### src/nic_macros.svh
/*
 * Widths, MMIO register offsets and constants of the NIC control plane.
 * Offsets address 32-bit MMIO words, so every 64-bit register sits on an even
 * offset. NIC_RPS_WINDOW is kept short here and is far below one second.
 */
`ifndef NIC_MACROS_SVH
`define NIC_MACROS_SVH

// Bus and field widths
`define NIC_MMIO_ADDR_W  16
`define NIC_MMIO_DATA_W  64
`define NIC_TID_W        9
`define NIC_CL_ADDR_W    42
`define NIC_LMAX_FLOWS   3
`define NIC_LMAX_RXQ     3
`define NIC_LMAX_BATCH   4
`define NIC_LMAX_POLL    8
`define NIC_RATE_W       32
`define NIC_CNT_W        64

// Rate meter window in ccip_clk cycles
`define NIC_RPS_WINDOW   64

`define NIC_AFU_ID       128'h9c2a_71f4_03be_4d8e_a5c1_6f20_e7d9_3b58

// MMIO register map
`define NIC_A_DFH          16'd0
`define NIC_A_AFU_ID_L     16'd2
`define NIC_A_AFU_ID_H     16'd4
`define NIC_A_TX_ADDR      16'd16
`define NIC_A_RX_ADDR      16'd18
`define NIC_A_START        16'd20
`define NIC_A_FLOWS        16'd22
`define NIC_A_INIT         16'd24
`define NIC_A_STATUS       16'd26
`define NIC_A_RPS          16'd28
`define NIC_A_GET_CNT      16'd30
`define NIC_A_PCK_CNT      16'd32
`define NIC_A_RXQ          16'd34
`define NIC_A_TX_BATCH     16'd36
`define NIC_A_POLL         16'd38
`define NIC_A_CONN_SETUP   16'd40
`define NIC_A_CONN_STATUS  16'd42

`endif

### src/nic_pkg.sv
/*
 * Shared types of the NIC control plane.
 * Field order is MSB first, matching the bit layout seen by the host.
 */
`include "nic_macros.svh"

package nic_pkg;

    // One MMIO data word
    typedef logic [`NIC_MMIO_DATA_W-1:0] mmio_word_t;

    // NIC status as read back at STATUS
    typedef struct packed {
        logic [3:0] nic_id;
        logic       ready;
        logic       running;
        logic       err_ccip;
        logic       err_rpc;
        // OR of all error sources
        logic       error;
    } nic_status_t;

    // Connection setup request written by the host
    typedef struct packed {
        logic [31:0] client_ip;
        logic [15:0] client_port;
        logic [15:0] conn_id;
    } conn_setup_frame_t;

    // Result of a connection setup, returned by the RPC layer
    typedef struct packed {
        logic        valid;
        logic [15:0] conn_id;
        logic        failed;
    } conn_status_t;

    // MMIO write data, seen either raw or as a setup frame
    typedef union packed {
        mmio_word_t        raw;
        conn_setup_frame_t frame;
    } mmio_data_u;

endpackage

### src/nic_if.sv
/*
 * Event strobes from the transport and network layers, and the readback
 * path between the CSR block and the monitor and counter blocks.
 * Both carry plain levels and strobes, with no handshake.
 */
`timescale 1ns/1ps
`include "nic_macros.svh"

interface nic_event_if;
    logic rpc_in;
    logic rpc_out;
    logic net_tx;
    logic net_rx;

    modport src  (output rpc_in, rpc_out, net_tx, net_rx);
    modport sink (input  rpc_in, rpc_out, net_tx, net_rx);
endinterface

interface nic_readback_if import nic_pkg::*; ();
    nic_status_t            status;
    logic [`NIC_RATE_W-1:0] rps;
    logic [7:0]             cnt_sel;
    logic [`NIC_CNT_W-1:0]  cnt_value;

    modport csr (output cnt_sel, input status, rps, cnt_value);
    modport mon (output status, rps);
    modport cnt (input cnt_sel, output cnt_value);
endinterface

### src/nic_csr.sv
/*
 * MMIO register block. Every read is answered one cycle later, unknown
 * addresses return zero. Flow count and RX queue size are stored minus one.
 * A CONN_STATUS read clears the stored status, a capture in that cycle is lost.
 */
`timescale 1ns/1ps
`include "nic_macros.svh"

module nic_csr
    import nic_pkg::*;
(
    input  logic                         ccip_clk,
    input  logic                         reset,

    input  logic                         mmio_rd_valid,
    input  logic                         mmio_wr_valid,
    input  logic [`NIC_MMIO_ADDR_W-1:0]  mmio_addr,
    input  logic [`NIC_TID_W-1:0]        mmio_tid,
    input  mmio_data_u                   mmio_wr_data,
    input  logic                         conn_status_valid,
    input  conn_status_t                 conn_status_in,

    output logic                         mmio_rsp_valid,
    output logic [`NIC_TID_W-1:0]        mmio_rsp_tid,
    output logic [`NIC_MMIO_DATA_W-1:0]  mmio_rsp_data,

    output logic [`NIC_CL_ADDR_W-1:0]    mem_tx_addr,
    output logic [`NIC_CL_ADDR_W-1:0]    mem_rx_addr,
    output logic                         nic_start,
    output logic [`NIC_LMAX_FLOWS-1:0]   num_of_flows,
    output logic [`NIC_LMAX_RXQ-1:0]     rx_queue_size,
    output logic [`NIC_LMAX_BATCH-1:0]   tx_batch_size,
    output logic [`NIC_LMAX_POLL-1:0]    polling_rate,
    output logic                         nic_init,
    output logic                         conn_setup_valid,
    output conn_setup_frame_t            conn_setup_frame,

    nic_readback_if.csr                  rb
);

    localparam logic [127:0] AFU_ID = `NIC_AFU_ID;
    localparam logic [1:0] INIT_CYCLES = 2'd2;

    logic         wr_start;
    logic         wr_init;
    logic         wr_get_cnt;
    logic         wr_conn_setup;
    logic         rd_conn_status;
    logic [1:0]   init_cnt;
    logic [7:0]   cnt_sel_q;
    conn_status_t conn_status_q;
    mmio_word_t   rd_data;

    assign wr_start       = mmio_wr_valid && (mmio_addr == `NIC_A_START);
    assign wr_init        = mmio_wr_valid && (mmio_addr == `NIC_A_INIT);
    assign wr_get_cnt     = mmio_wr_valid && (mmio_addr == `NIC_A_GET_CNT);
    assign wr_conn_setup  = mmio_wr_valid && (mmio_addr == `NIC_A_CONN_SETUP);
    assign rd_conn_status = mmio_rd_valid && (mmio_addr == `NIC_A_CONN_STATUS);

    // ========================================================================
    // Configuration registers
    // ========================================================================
    always_ff @(posedge ccip_clk) begin
        if (mmio_wr_valid) begin
            case (mmio_addr)
                `NIC_A_TX_ADDR:    mem_tx_addr   <= mmio_wr_data.raw[`NIC_CL_ADDR_W-1:0];
                `NIC_A_RX_ADDR:    mem_rx_addr   <= mmio_wr_data.raw[`NIC_CL_ADDR_W-1:0];
                // Host writes the count, hardware keeps count - 1
                `NIC_A_FLOWS:      num_of_flows  <= mmio_wr_data.raw[`NIC_LMAX_FLOWS-1:0] - 1'b1;
                `NIC_A_RXQ:        rx_queue_size <= mmio_wr_data.raw[`NIC_LMAX_RXQ-1:0] - 1'b1;
                `NIC_A_TX_BATCH:   tx_batch_size <= mmio_wr_data.raw[`NIC_LMAX_BATCH-1:0];
                `NIC_A_POLL:       polling_rate  <= mmio_wr_data.raw[`NIC_LMAX_POLL-1:0];
                `NIC_A_CONN_SETUP: conn_setup_frame <= mmio_wr_data.frame;
                default: ;
            endcase
        end
    end

    // ========================================================================
    // Control state: start, counter select, init pulse, connection status
    // ========================================================================
    always_ff @(posedge ccip_clk) begin
        if (reset) begin
            nic_start        <= 1'b0;
            cnt_sel_q        <= 8'd0;
            init_cnt         <= 2'd0;
            conn_setup_valid <= 1'b0;
            conn_status_q    <= '0;
            mmio_rsp_valid   <= 1'b0;
        end else begin
            if (wr_start) begin
                nic_start <= mmio_wr_data.raw[0];
            end
            if (wr_get_cnt) begin
                cnt_sel_q <= mmio_wr_data.raw[7:0];
            end

            // Init write arms a two-cycle pulse
            if (wr_init) begin
                init_cnt <= INIT_CYCLES;
            end else if (init_cnt != 2'd0) begin
                init_cnt <= init_cnt - 2'd1;
            end

            conn_setup_valid <= wr_conn_setup;

            // Clear on read wins over a new capture
            if (rd_conn_status) begin
                conn_status_q <= '0;
            end else if (conn_status_valid) begin
                conn_status_q <= conn_status_in;
            end

            mmio_rsp_valid <= mmio_rd_valid;
        end
    end

    assign nic_init   = (init_cnt != 2'd0);
    assign rb.cnt_sel = cnt_sel_q;

    // ========================================================================
    // Read multiplexer
    // ========================================================================
    always_comb begin
        rd_data = '0;
        case (mmio_addr)
            `NIC_A_DFH: begin
                // AFU feature type, single entry so end of list is set
                rd_data[63:60] = 4'h1;
                rd_data[40]    = 1'b1;
            end
            `NIC_A_AFU_ID_L:    rd_data = AFU_ID[63:0];
            `NIC_A_AFU_ID_H:    rd_data = AFU_ID[127:64];
            `NIC_A_STATUS:      rd_data = mmio_word_t'(rb.status);
            `NIC_A_RPS:         rd_data = mmio_word_t'(rb.rps);
            `NIC_A_PCK_CNT:     rd_data = rb.cnt_value;
            `NIC_A_CONN_STATUS: rd_data = mmio_word_t'(conn_status_q);
            default:            rd_data = '0;
        endcase
    end

    always_ff @(posedge ccip_clk) begin
        mmio_rsp_tid  <= mmio_tid;
        mmio_rsp_data <= rd_data;
    end

endmodule

### src/nic_monitor.sv
/*
 * NIC status register and request-rate meter.
 * Status follows its inputs with one cycle of latency. The rate is the number
 * of rpc_in strobes in the last complete window of NIC_RPS_WINDOW cycles.
 */
`timescale 1ns/1ps
`include "nic_macros.svh"

module nic_monitor
    import nic_pkg::*;
#(
    parameter int NIC_ID = 0
) (
    input  logic        ccip_clk,
    input  logic        reset,
    input  logic        nic_start,
    input  logic        ccip_initialized,
    input  logic        rpc_initialized,
    input  logic        ccip_error,
    input  logic        rpc_error,

    nic_event_if.sink   ev,
    nic_readback_if.mon rb
);

    localparam int WIN_W = $clog2(`NIC_RPS_WINDOW);

    logic                   system_ready;
    nic_status_t            status_q;
    logic [WIN_W-1:0]       win_cnt;
    logic [`NIC_RATE_W-1:0] req_cnt;
    logic [`NIC_RATE_W-1:0] rps_q;

    assign system_ready = ccip_initialized & rpc_initialized;

    // ========================================================================
    // Status
    // ========================================================================
    always_ff @(posedge ccip_clk) begin
        if (reset) begin
            status_q <= '0;
        end else begin
            status_q.nic_id   <= 4'(NIC_ID);
            status_q.ready    <= system_ready;
            status_q.running  <= system_ready & nic_start;
            status_q.err_ccip <= ccip_error;
            status_q.err_rpc  <= rpc_error;
            status_q.error    <= ccip_error | rpc_error;
        end
    end

    // ========================================================================
    // Rate meter
    // ========================================================================
    always_ff @(posedge ccip_clk) begin
        if (reset) begin
            win_cnt <= '0;
            req_cnt <= '0;
            rps_q   <= '0;
        end else if (win_cnt == WIN_W'(`NIC_RPS_WINDOW - 1)) begin
            // Last cycle of the window still counts
            rps_q   <= req_cnt + `NIC_RATE_W'(ev.rpc_in);
            req_cnt <= '0;
            win_cnt <= '0;
        end else begin
            if (ev.rpc_in) begin
                req_cnt <= req_cnt + 1'b1;
            end
            win_cnt <= win_cnt + 1'b1;
        end
    end

    assign rb.status = status_q;
    assign rb.rps    = rps_q;

endmodule

### src/nic_pkt_counters.sv
/*
 * Four free-running packet counters selected through cnt_sel.
 * Ids 0..3 are rpc_in, rpc_out, net_tx and net_rx. Other ids read zero.
 * Counters wrap silently at 2**NIC_CNT_W.
 */
`timescale 1ns/1ps
`include "nic_macros.svh"

module nic_pkt_counters (
    input  logic        ccip_clk,
    input  logic        reset,

    nic_event_if.sink   ev,
    nic_readback_if.cnt rb
);

    localparam int NUM_CNT = 4;

    logic [NUM_CNT-1:0]    strobe;
    logic [`NIC_CNT_W-1:0] cnt_q [NUM_CNT];

    // Bit position is the counter id
    assign strobe = {ev.net_rx, ev.net_tx, ev.rpc_out, ev.rpc_in};

    for (genvar i = 0; i < NUM_CNT; i++) begin : g_cnt
        always_ff @(posedge ccip_clk) begin
            if (reset) begin
                cnt_q[i] <= '0;
            end else if (strobe[i]) begin
                cnt_q[i] <= cnt_q[i] + 1'b1;
            end
        end
    end

    // Selected counter, zero for unknown ids
    always_comb begin
        if (rb.cnt_sel < 8'(NUM_CNT)) begin
            rb.cnt_value = cnt_q[rb.cnt_sel[1:0]];
        end else begin
            rb.cnt_value = '0;
        end
    end

endmodule

### src/nic_top.sv
/*
 * NIC control and monitoring plane, all on ccip_clk.
 * Request, packet, init and error inputs are plain levels or strobes from
 * the transport and RPC layers, which sit outside this block.
 */
`timescale 1ns/1ps
`include "nic_macros.svh"

module nic_top
    import nic_pkg::*;
#(
    parameter int NIC_ID = 0
) (
    input  logic                         ccip_clk,
    input  logic                         reset,

    // Host MMIO
    input  logic                         mmio_rd_valid,
    input  logic                         mmio_wr_valid,
    input  logic [`NIC_MMIO_ADDR_W-1:0]  mmio_addr,
    input  logic [`NIC_TID_W-1:0]        mmio_tid,
    input  logic [`NIC_MMIO_DATA_W-1:0]  mmio_wr_data,
    output logic                         mmio_rsp_valid,
    output logic [`NIC_TID_W-1:0]        mmio_rsp_tid,
    output logic [`NIC_MMIO_DATA_W-1:0]  mmio_rsp_data,

    // Configuration
    output logic [`NIC_CL_ADDR_W-1:0]    mem_tx_addr,
    output logic [`NIC_CL_ADDR_W-1:0]    mem_rx_addr,
    output logic                         nic_start,
    output logic [`NIC_LMAX_FLOWS-1:0]   num_of_flows,
    output logic [`NIC_LMAX_RXQ-1:0]     rx_queue_size,
    output logic [`NIC_LMAX_BATCH-1:0]   tx_batch_size,
    output logic [`NIC_LMAX_POLL-1:0]    polling_rate,
    output logic                         nic_init,

    // Connection setup towards the RPC layer
    output logic                         conn_setup_valid,
    output conn_setup_frame_t            conn_setup_frame,
    input  logic                         conn_status_valid,
    input  conn_status_t                 conn_status_in,

    // Layer state
    input  logic                         ccip_initialized,
    input  logic                         rpc_initialized,
    input  logic                         ccip_error,
    input  logic                         rpc_error,

    // Event strobes
    input  logic                         rpc_in_valid,
    input  logic                         rpc_out_valid,
    input  logic                         net_tx_valid,
    input  logic                         net_rx_valid
);

    nic_event_if    ev ();
    nic_readback_if rb ();

    assign ev.rpc_in  = rpc_in_valid;
    assign ev.rpc_out = rpc_out_valid;
    assign ev.net_tx  = net_tx_valid;
    assign ev.net_rx  = net_rx_valid;

    nic_csr nic_csr_i (
        .ccip_clk          (ccip_clk),
        .reset             (reset),
        .mmio_rd_valid     (mmio_rd_valid),
        .mmio_wr_valid     (mmio_wr_valid),
        .mmio_addr         (mmio_addr),
        .mmio_tid          (mmio_tid),
        .mmio_wr_data      (mmio_data_u'(mmio_wr_data)),
        .conn_status_valid (conn_status_valid),
        .conn_status_in    (conn_status_in),
        .mmio_rsp_valid    (mmio_rsp_valid),
        .mmio_rsp_tid      (mmio_rsp_tid),
        .mmio_rsp_data     (mmio_rsp_data),
        .mem_tx_addr       (mem_tx_addr),
        .mem_rx_addr       (mem_rx_addr),
        .nic_start         (nic_start),
        .num_of_flows      (num_of_flows),
        .rx_queue_size     (rx_queue_size),
        .tx_batch_size     (tx_batch_size),
        .polling_rate      (polling_rate),
        .nic_init          (nic_init),
        .conn_setup_valid  (conn_setup_valid),
        .conn_setup_frame  (conn_setup_frame),
        .rb                (rb.csr)
    );

    nic_monitor #(
        .NIC_ID (NIC_ID)
    ) nic_monitor_i (
        .ccip_clk         (ccip_clk),
        .reset            (reset),
        .nic_start        (nic_start),
        .ccip_initialized (ccip_initialized),
        .rpc_initialized  (rpc_initialized),
        .ccip_error       (ccip_error),
        .rpc_error        (rpc_error),
        .ev               (ev.sink),
        .rb               (rb.mon)
    );

    nic_pkt_counters nic_pkt_counters_i (
        .ccip_clk (ccip_clk),
        .reset    (reset),
        .ev       (ev.sink),
        .rb       (rb.cnt)
    );

endmodule

### config.mk
export PLATFORM = sky130hd
export DESIGN_NAME = nic_top
export DESIGN_NICKNAME = d
export VERILOG_FILES = /design/src/nic_pkg.sv /design/src/nic_if.sv /design/src/nic_csr.sv /design/src/nic_monitor.sv /design/src/nic_pkt_counters.sv /design/src/nic_top.sv
export VERILOG_INCLUDE_DIRS = /design/src
export SDC_FILE = /design/constraint.sdc
export NUM_CORES = 1
export LEC_CHECK = 0
export BUFFER_PORTS_ARGS = -buffer_cell sky130_fd_sc_hd__buf_2
export CAP_MARGIN = 20
export CORE_UTILIZATION = 50
export CTS_CLUSTER_SIZE = 16
export DETAILED_ROUTE_END_ITERATION = 10
export PLACE_DENSITY = 0.8
export SLEW_MARGIN = 15
export SYNTH_ARGS = -nofsm -noshare
export SYNTH_HDL_FRONTEND = slang
export SYNTH_SLANG_ARGS = --single-unit
### constraint.sdc
create_clock -name ccip_clk -period 16.9 [get_ports ccip_clk]
set_clock_uncertainty 0.1 [all_clocks]
set_input_delay 0.845 -clock ccip_clk [delete_from_list [all_inputs] [get_ports ccip_clk]]
set_output_delay 0.845 -clock ccip_clk [all_outputs]
set_load 0.005 [all_outputs]
==> metrics.md, run 1 <==
| Metric | Value |
|---|---|
| Max-slew violation count | `0` |
| Overflow left after global routing | `0` |
| Final period utilization | `0.188` |
| CP max FO | `19` |
| Worst path required time | `roughly 17 ns` |
| Slew @ Worst Pin | `around 1.1 ns` |
| Die height | `around 240 microns` |
| Vias in the first global route | `~21,000` |
| WP data arrival | `3.52 ns` |
| Routability cong. | `between 0.9 and 1` |
| Post-DP HPWL | `57,900 microns` |
| Area contributors post-synth | `edfxtp_1 45%, dfxtp_1 13%, mux4_2 5.1%, xor2_1 4.1%, nor2_1 3.9%` |
| Vias | `around 22,000` |
| Worst Min Path Start | `mmio_tid[3]` |
| Clock buffer count from CTS | `59` |
| Comb power frac | `0.039` |
| Via-to-Cell Ratio | `between 6 and 7` |
| Cells after synthesis | `between 2,000 and 2,500` |
| Async set or reset register ratio after synthesis | `0` |
| Synth area leader | `edfxtp_1` |
| Reg power frac | `0.524` |
| Die X | `~240 microns` |
| R2r worst-path depth | `5` |
| Clk network pwr share | `0.437` |
| Die area | `around 57,000 sq um` |
| Initial Util | `0.507` |
| All-Layer GR Usage | `0.275` |
| CP Launch Type | `register` |
| Wire per inst | `around 22 microns` |
| Crit path kind | `register to register` |
| Switching share of power | `0.229` |
| Post-synthesis average cell area | `around 11 sq um` |
| Max Buffers Root-to-Sink | `3` |
| Syn Std Cell Area | `between 20,000 and 30,000 sq um` |
| Insertion delay of the later-clocked pin in the worst-skew pair | `approximately 0.64 ns` |
| Worst Hold Depth | `1` |
| Synth top cells by count | `422 x edfxtp_1, 295 x nor2_1, 203 x nand2_1` |
| RSZ-0062 raised after global routing | `false` |
| Leakage | `about 11 nW` |
| Share of cells above drive strength 1 | `0.210` |
| Drt pass-1 iters | `6` |
| Peak supply drop | `around 0.000083 V` |
| Final ANT Viol Nets | `0` |
| Fill cells | `4,403` |
| NetSw | `about 0.75 mW` |
| Fin Setup TNS | `0 ns` |
| Reg2reg start | `nic_pkt_counters_i.cnt_q[2][9]` |
| Fin nets | `about 3,000` |
| Synth-to-layout area growth | `16.6%` |
| Yosys cell types | `54` |
| Total wire length | `approximately 80,000 microns` |
| Iter 0 DRT Violations | `2,715` |
| Pint | `2.51 mW` |
| Post-CTS Setup Repair Bufs | `0` |
| Synth warnings | `0` |
| Clock slew at reported path FFs | `0.06 ns` |
| Sequential-to-total area share from yosys stat | `0.581` |
| Slew HR | `0.246` |
| Number of synthesized flops with an enable pin | `roughly 420` |
| I/O Buffers | `roughly 360` |
| Max Fclk | `between 300 and 400 MHz` |
| Clock Sink Count | `about 600` |
| Initial antenna violation count | `13` |
| # IOs | `363` |
| Post-layout util | `0.591` |
| Synth Register Bits | `approximately 600` |
| Largest net degree at the start of global routing | `66` |
| Final setup vio count | `0` |
| Max-Cap Viols | `0` |
| H-tree depth | `2` |
| Syn Nets | `roughly 2,600` |
| CTS tree | `yes` |
| # rows | `86` |
| Count leader, synth | `edfxtp_1` |
| DRC viols | `0` |
| Critical R2R Capture | `nic_pkt_counters_i.cnt_q[2][53]` |
| Hold Crit Class | `input port to register` |
| R2R Setup Slk | `13.73 ns` |
| Root buffer cell | `clkbuf_16` |
| Synth top area share | `0.452` |
| Final hold vios | `0` |
| Crit end category | `register` |
| Post-CTS Hold Buffers | `0` |
| WHS Endpoint | `nic_csr_i.mmio_rsp_tid[3]` |
| CTS resizes | `0` |
| Power per cell area | `approximately 99 nW/um^2` |
| First-pass GRT wire length | `approximately 120,000 microns` |
| Outcome | `finished, final reports clean` |
| Ys flop type | `edfxtp_1` |
| Core area | `between 50,000 and 60,000 sq um` |
| Period minus WS final | `between 3 and 4 ns` |
-- final cells by class --
type,count,area [sq um],area share
multi-input combinational,1724,11300,0.344
tap,748,936,0.0286
antenna,5,12.5,0.000382
sequential,603,16300,0.498
clock inverter,37,458,0.0140
timing repair buffer,384,1980,0.0604
clock buffer,75,1660,0.0508
inverter,29,109,0.00333
-- critical path: stages (launching register included) --
cell      delay, ns
edfxtp_1       0.45
and4_1         0.36
and4_1         0.53
nand4_1        0.77
or3_1          0.61
a21oi_1        0.15
-- metrics by stage --
step	setup WS, ns	area [sq um]	instances	power [mW]	hold slack, ns
after detailed placement	13.43	30600	3487	1.86	0.340
after global routing	13.55	32700	3605	3.34	0.190
after global placement	13.60	30600	3487	1.85	0.325
final	13.73	32700	3605	3.25	0.216
after CTS	13.86	32700	3599	3.26	0.184
after floorplan	10.27	28100	2468	1.78	0.315
-- kinds of logic after synthesis --
family	count (synthesis)	synth area share
adders and majority gates	9	0.00401
AOI/OAI and AO/OA	291	0.0619
DFF	603	0.581
muxes	95	0.0625
buffers and inverters	141	0.0198
and+or+nand+nor	1129	0.209
xor gates and xnor gates	200	0.0624
-- worst max-delay path by stage --
stage	from	endpoint	slack (ns)	depth (start not counted)
3_3_place_gp	mmio_addr[13]	nic_csr_i.conn_setup_frame[55]	13.60	5
3_5_place_dp	mmio_addr[4]	nic_csr_i.conn_status_q[9]	13.43	6
6_report	nic_pkt_counters_i.cnt_q[2][9]	nic_pkt_counters_i.cnt_q[2][53]	13.73	5
2_1_floorplan	mmio_addr[0]	nic_csr_i.conn_setup_frame[0]	10.27	3
4_1_cts	nic_pkt_counters_i.cnt_q[2][9]	nic_pkt_counters_i.cnt_q[2][53]	13.86	5
5_1_grt	nic_pkt_counters_i.cnt_q[2][9]	nic_pkt_counters_i.cnt_q[2][51]	13.55	5
-- per-layer routing --
| metal | wire, microns | global-route usage | vias to the layer above |
|---|---|---|---|
| li1 | - | - | 9970 |
| met1 | 30200 | 0.357 | 10608 |
| met2 | 38400 | 0.453 | 1270 |
| met3 | 8100 | 0.0462 | 159 |
| met4 | 3210 | 0.120 | 0 |
| met5 | 0 | 0 | - |
-- power by group through the flow --
stage          clock (mW)  combinational, mW  sequential (mW)
6_report             1.42              0.126             1.70
5_1_grt              1.49              0.138             1.71
4_1_cts              1.43              0.125             1.70
3_5_place_dp            0              0.125             1.73
3_3_place_gp            0              0.120             1.73
2_1_floorplan           0             0.0818             1.70
-- sequential cells by signal (all words and copies together), names as in the netlist, named ones only --
name / cells
nic_pkt_counters_i.cnt_q: 256
nic_csr_i.conn_setup_frame: 64
nic_csr_i.mmio_rsp_data: 64
nic_csr_i.mem_rx_addr: 42
nic_csr_i.mem_tx_addr: 42
nic_monitor_i.rb.rps: 32
nic_monitor_i.req_cnt: 32
nic_csr_i.conn_status_q: 18
nic_csr_i.mmio_rsp_tid: 9
nic_csr_i.polling_rate: 8
nic_csr_i.rb.cnt_sel: 8
nic_monitor_i.win_cnt: 6
nic_monitor_i.rb.status: 5
nic_csr_i.tx_batch_size: 4
nic_csr_i.num_of_flows: 3
nic_csr_i.rx_queue_size: 3
nic_csr_i.init_cnt: 2
nic_csr_i.conn_setup_valid: 1
nic_csr_i.mmio_rsp_valid: 1
nic_csr_i.nic_start: 1
-- layout by cell type, fill, tap and decap left out, drive strengths merged, types with 6 or more instances in the layout --
master and count:
nor3 50, bufinv 8, mux4 64, nor2 295, a22oi 27, a21oi 109
nor4 49, or2 15, and2 21, dfxtp 181, nor2b 9, edfxtp 422
inv 35, or4 35, clkinv 18, o31ai 29, xnor2 68, and3 48
nand2 203, mux2i 30, or3 81, nand2b 6, a211oi 30, buf 384
clkbuf 75, and4 25, nand4 134, ha 9, xor2 132, nand3 147
o21ai 78
(Power assumes the default switching activity.)
==> run 2, diff against run 1 <==
Clock period 16.9 ns to 3.3 ns, I/O delays scaled along.
==> run 2 against run 1 <==
Via count up 6.3%. Power rose to 5.1 times the previous value. Die area unchanged. Clock power rose to 5.0 times the previous value. Count of clock-buffer cells in the layout up 4. Global-route usage up 2.7 points. Worst hold slack worse by 0.19 ns. Flip-flop and latch count unchanged. Final cell count up 4.6%. Wire length up 10%. Register-to-register slack worse by 13 ns. Non-clock buffer count up 157. Critical path type is now input port to register. Largest power group unchanged.
==> metrics.md, run 2 (same netlist as run 1, synthesis figures left out) <==
| Metric | Value |
|---|---|
| Peak per-stage delay on the critical path | `approximately 0.62 ns` |
| Max reg flops | `approximately 260` |
| CP max FO | `4` |
| Slew HR | `0.311` |
| Register area | `roughly 16,000 sq um` |
| Initial antenna violation count | `15` |
| Clock buffer count from CTS | `between 60 and 70` |
| Period minus WS final | `2.93 ns` |
| Vias | `between 20,000 and 25,000` |
| Crit end category | `register` |
| Most used routing layer in global routing | `met2` |
| Post-DP HPWL | `61,200 microns` |
| Final period utilization | `0.889` |
| First-pass GRT wire length | `about 130,000 microns` |
| Insertion delay of the later-clocked pin in the worst-skew pair | `between 0.6 and 0.7 ns` |
| Peak supply drop | `approximately 0.00043 V` |
| Share of cells above drive strength 1 | `0.210` |
| Met3 GRT Util | `0.0699` |
| Biggest register | `nic_pkt_counters_i.cnt_q` |
| Finished layout cell area | `between 30,000 and 40,000 sq um` |
| Initial Util | `0.507` |
| RSZ-0062 raised after global routing | `false` |
| DP Area | `~31,000 sq um` |
| Iter 0 DRT Violations | `~2,800` |
| Root buffer cell | `clkbuf_16` |
| Power per cell area | `just under 500 nW/um^2` |
| # IOs | `roughly 360` |
| Routability cong. | `a little under 1` |
| Clock Sink Count | `603` |
| Largest net degree at the start of global routing | `65` |
| Crit path kind | `input port to register` |
| Core area | `roughly 55,000 sq um` |
| Regs by FF count | `nic_pkt_counters_i.cnt_q (256), nic_csr_i.conn_setup_frame (64), nic_csr_i.mmio_rsp_data (64)` |
| Vias in the first global route | `22,406` |
| Die X | `239 microns` |
| Critical path buffer and inverter count | `6` |
| I/O Buffers | `362` |
| Final ANT Viol Nets | `0` |
| Die height | `239 microns` |
| Overflow left after global routing | `0` |
| CTS resizes | `0` |
| Final hold vios | `0` |
| Worst path required time | `between 3 and 4 ns` |
| Commonest non-fill, non-tap cells in the layout | `422 x edfxtp_1, 362 x buf_2, 293 x nor2_1` |
| Wire per inst | `between 20 and 25 microns` |
| All-Layer GR Usage | `0.302` |
| Worst-path cell chain | `dlygate4sd3_1, buf_2, nor4b_1, dlygate4sd3_1, buf_4, nand2_1, dlygate4sd3_1, nor4_1, dlygate4sd3_1` |
| Total wire length | `87,900 microns` |
| Hold Crit Class | `input port to register` |
| Post-CTS Setup Repair Bufs | `0` |
| Fin Setup TNS | `0 ns` |
| Leakage | `approximately 12 nW` |
| Total power | `16.7 mW` |
| Area of the multi-input gates | `between 10,000 and 15,000 sq um` |
| M2 GR Usage | `0.485` |
| Fill cells | `between 4,000 and 5,000` |
| Clock slew at reported path FFs | `0.06 ns` |
| Max Buffers Root-to-Sink | `3` |
| Max Fclk | `~340 MHz` |
| CTS tree | `yes` |
| # rows | `86` |
| CP Launch Type | `input port` |
| Critical Path Slowest Stage Cell | `dlygate4sd3_1` |
| Die area | `between 50,000 and 60,000 sq um` |
| CP top delay family | `buffers and inverters` |
| Slew @ Worst Pin | `1.02 ns` |
| Max-Cap Viols | `0` |
| Outcome | `finished, final reports clean` |
| Fin nets | `approximately 3,100` |
| Commonest non-fill, non-tap cell in the layout | `edfxtp_1` |
| Drt pass-1 iters | `6` |
| WP data arrival | `~3.4 ns` |
| Critical Path Most Common Cell | `dlygate4sd3_1` |
| Via-to-Cell Ratio | `between 6 and 7` |
| Final setup vio count | `0` |
| DRC viols | `0` |
| H-tree depth | `2` |
| Met1 Track Usage GR | `0.377` |
| Synth-to-layout area growth | `22.2%` |
| Max-slew violation count | `0` |
-- run 2: cell count changes in the layout (fill, tap and decap cells not counted), moves of 3 or more --
| cell | change |
|---|---|
| buf_12 | +7 |
| buf_4 | +25 |
| bufinv_16 | -5 |
| clkbuf_16 | +3 |
| clkinv_2 | +3 |
| diode_2 | +7 |
| dlygate4sd3_1 | +125 |
| inv_4 | +4 |
| inv_6 | -6 |
-- run 2: per-stage QoR --
stage | setup slack (ns) | util | cells | hold slack [ns]
final | 0.366 | 0.620 | 3772 | 0.0313
after global routing | 0.249 | 0.620 | 3771 | 0.0537
after CTS | 0.497 | 0.619 | 3760 | 0.0000291
after detailed placement | 0.509 | 0.559 | 3520 | 0.169
after global placement | 0.571 | 0.559 | 3520 | 0.167
after floorplan | 0.00585 | - | 2468 | 0.0927
-- run 2: what timing repair did --
action	CTS	global route
setup endpoints to repair	0	0
endpoints found under the hold margin	224	0
hold buffers	125	0
-- run 2: layout make-up --
cell class                 count  share of cell area
clock buffer                  79              0.0513
clock inverter                36             0.00923
multi-input combinational   1724               0.329
inverter                      29             0.00317
tap                          748              0.0273
antenna                       12            0.000876
timing repair buffer         541               0.104
sequential                   603               0.475
-- run 2: tightest hold or removal path: stages --
cell	delay, ns
buf_2	0.09
nor2_1	0.05
nand4_1	0.11
nor2_1	0.11
nand2_1	0.09
nand4_1	0.09
-- run 2: worst paths after layout --
path | slack [ns] | from | end | cells past startpoint
setup / recovery | 0.37 | mmio_addr[4] | nic_csr_i.conn_setup_valid | 9
hold / removal | 0.03 | mmio_addr[15] | nic_csr_i.mmio_rsp_data[4] | 6
hold reg to reg | 0.34 | nic_csr_i.init_cnt[0] | nic_csr_i.init_cnt[0] | 1
setup reg to reg | 0.44 | nic_pkt_counters_i.cnt_q[0][12] | nic_pkt_counters_i.cnt_q[0][57] | 5
-- run 2: power breakdown --
group          leakage (nW)  internal (mW)  total [mW]  switching, mW
registers              5.80           8.34        8.74          0.406
clock network          1.02           4.02        7.09           3.07
logic                  5.30          0.386       0.827          0.442
-- run 2: metal layers --
metal  vias up  wire length [microns]
li1      10296                      -
met1     11329                  31500
met2      1494                  41100
met3       270                  10300
met4         6                   4980
met5         -                     43
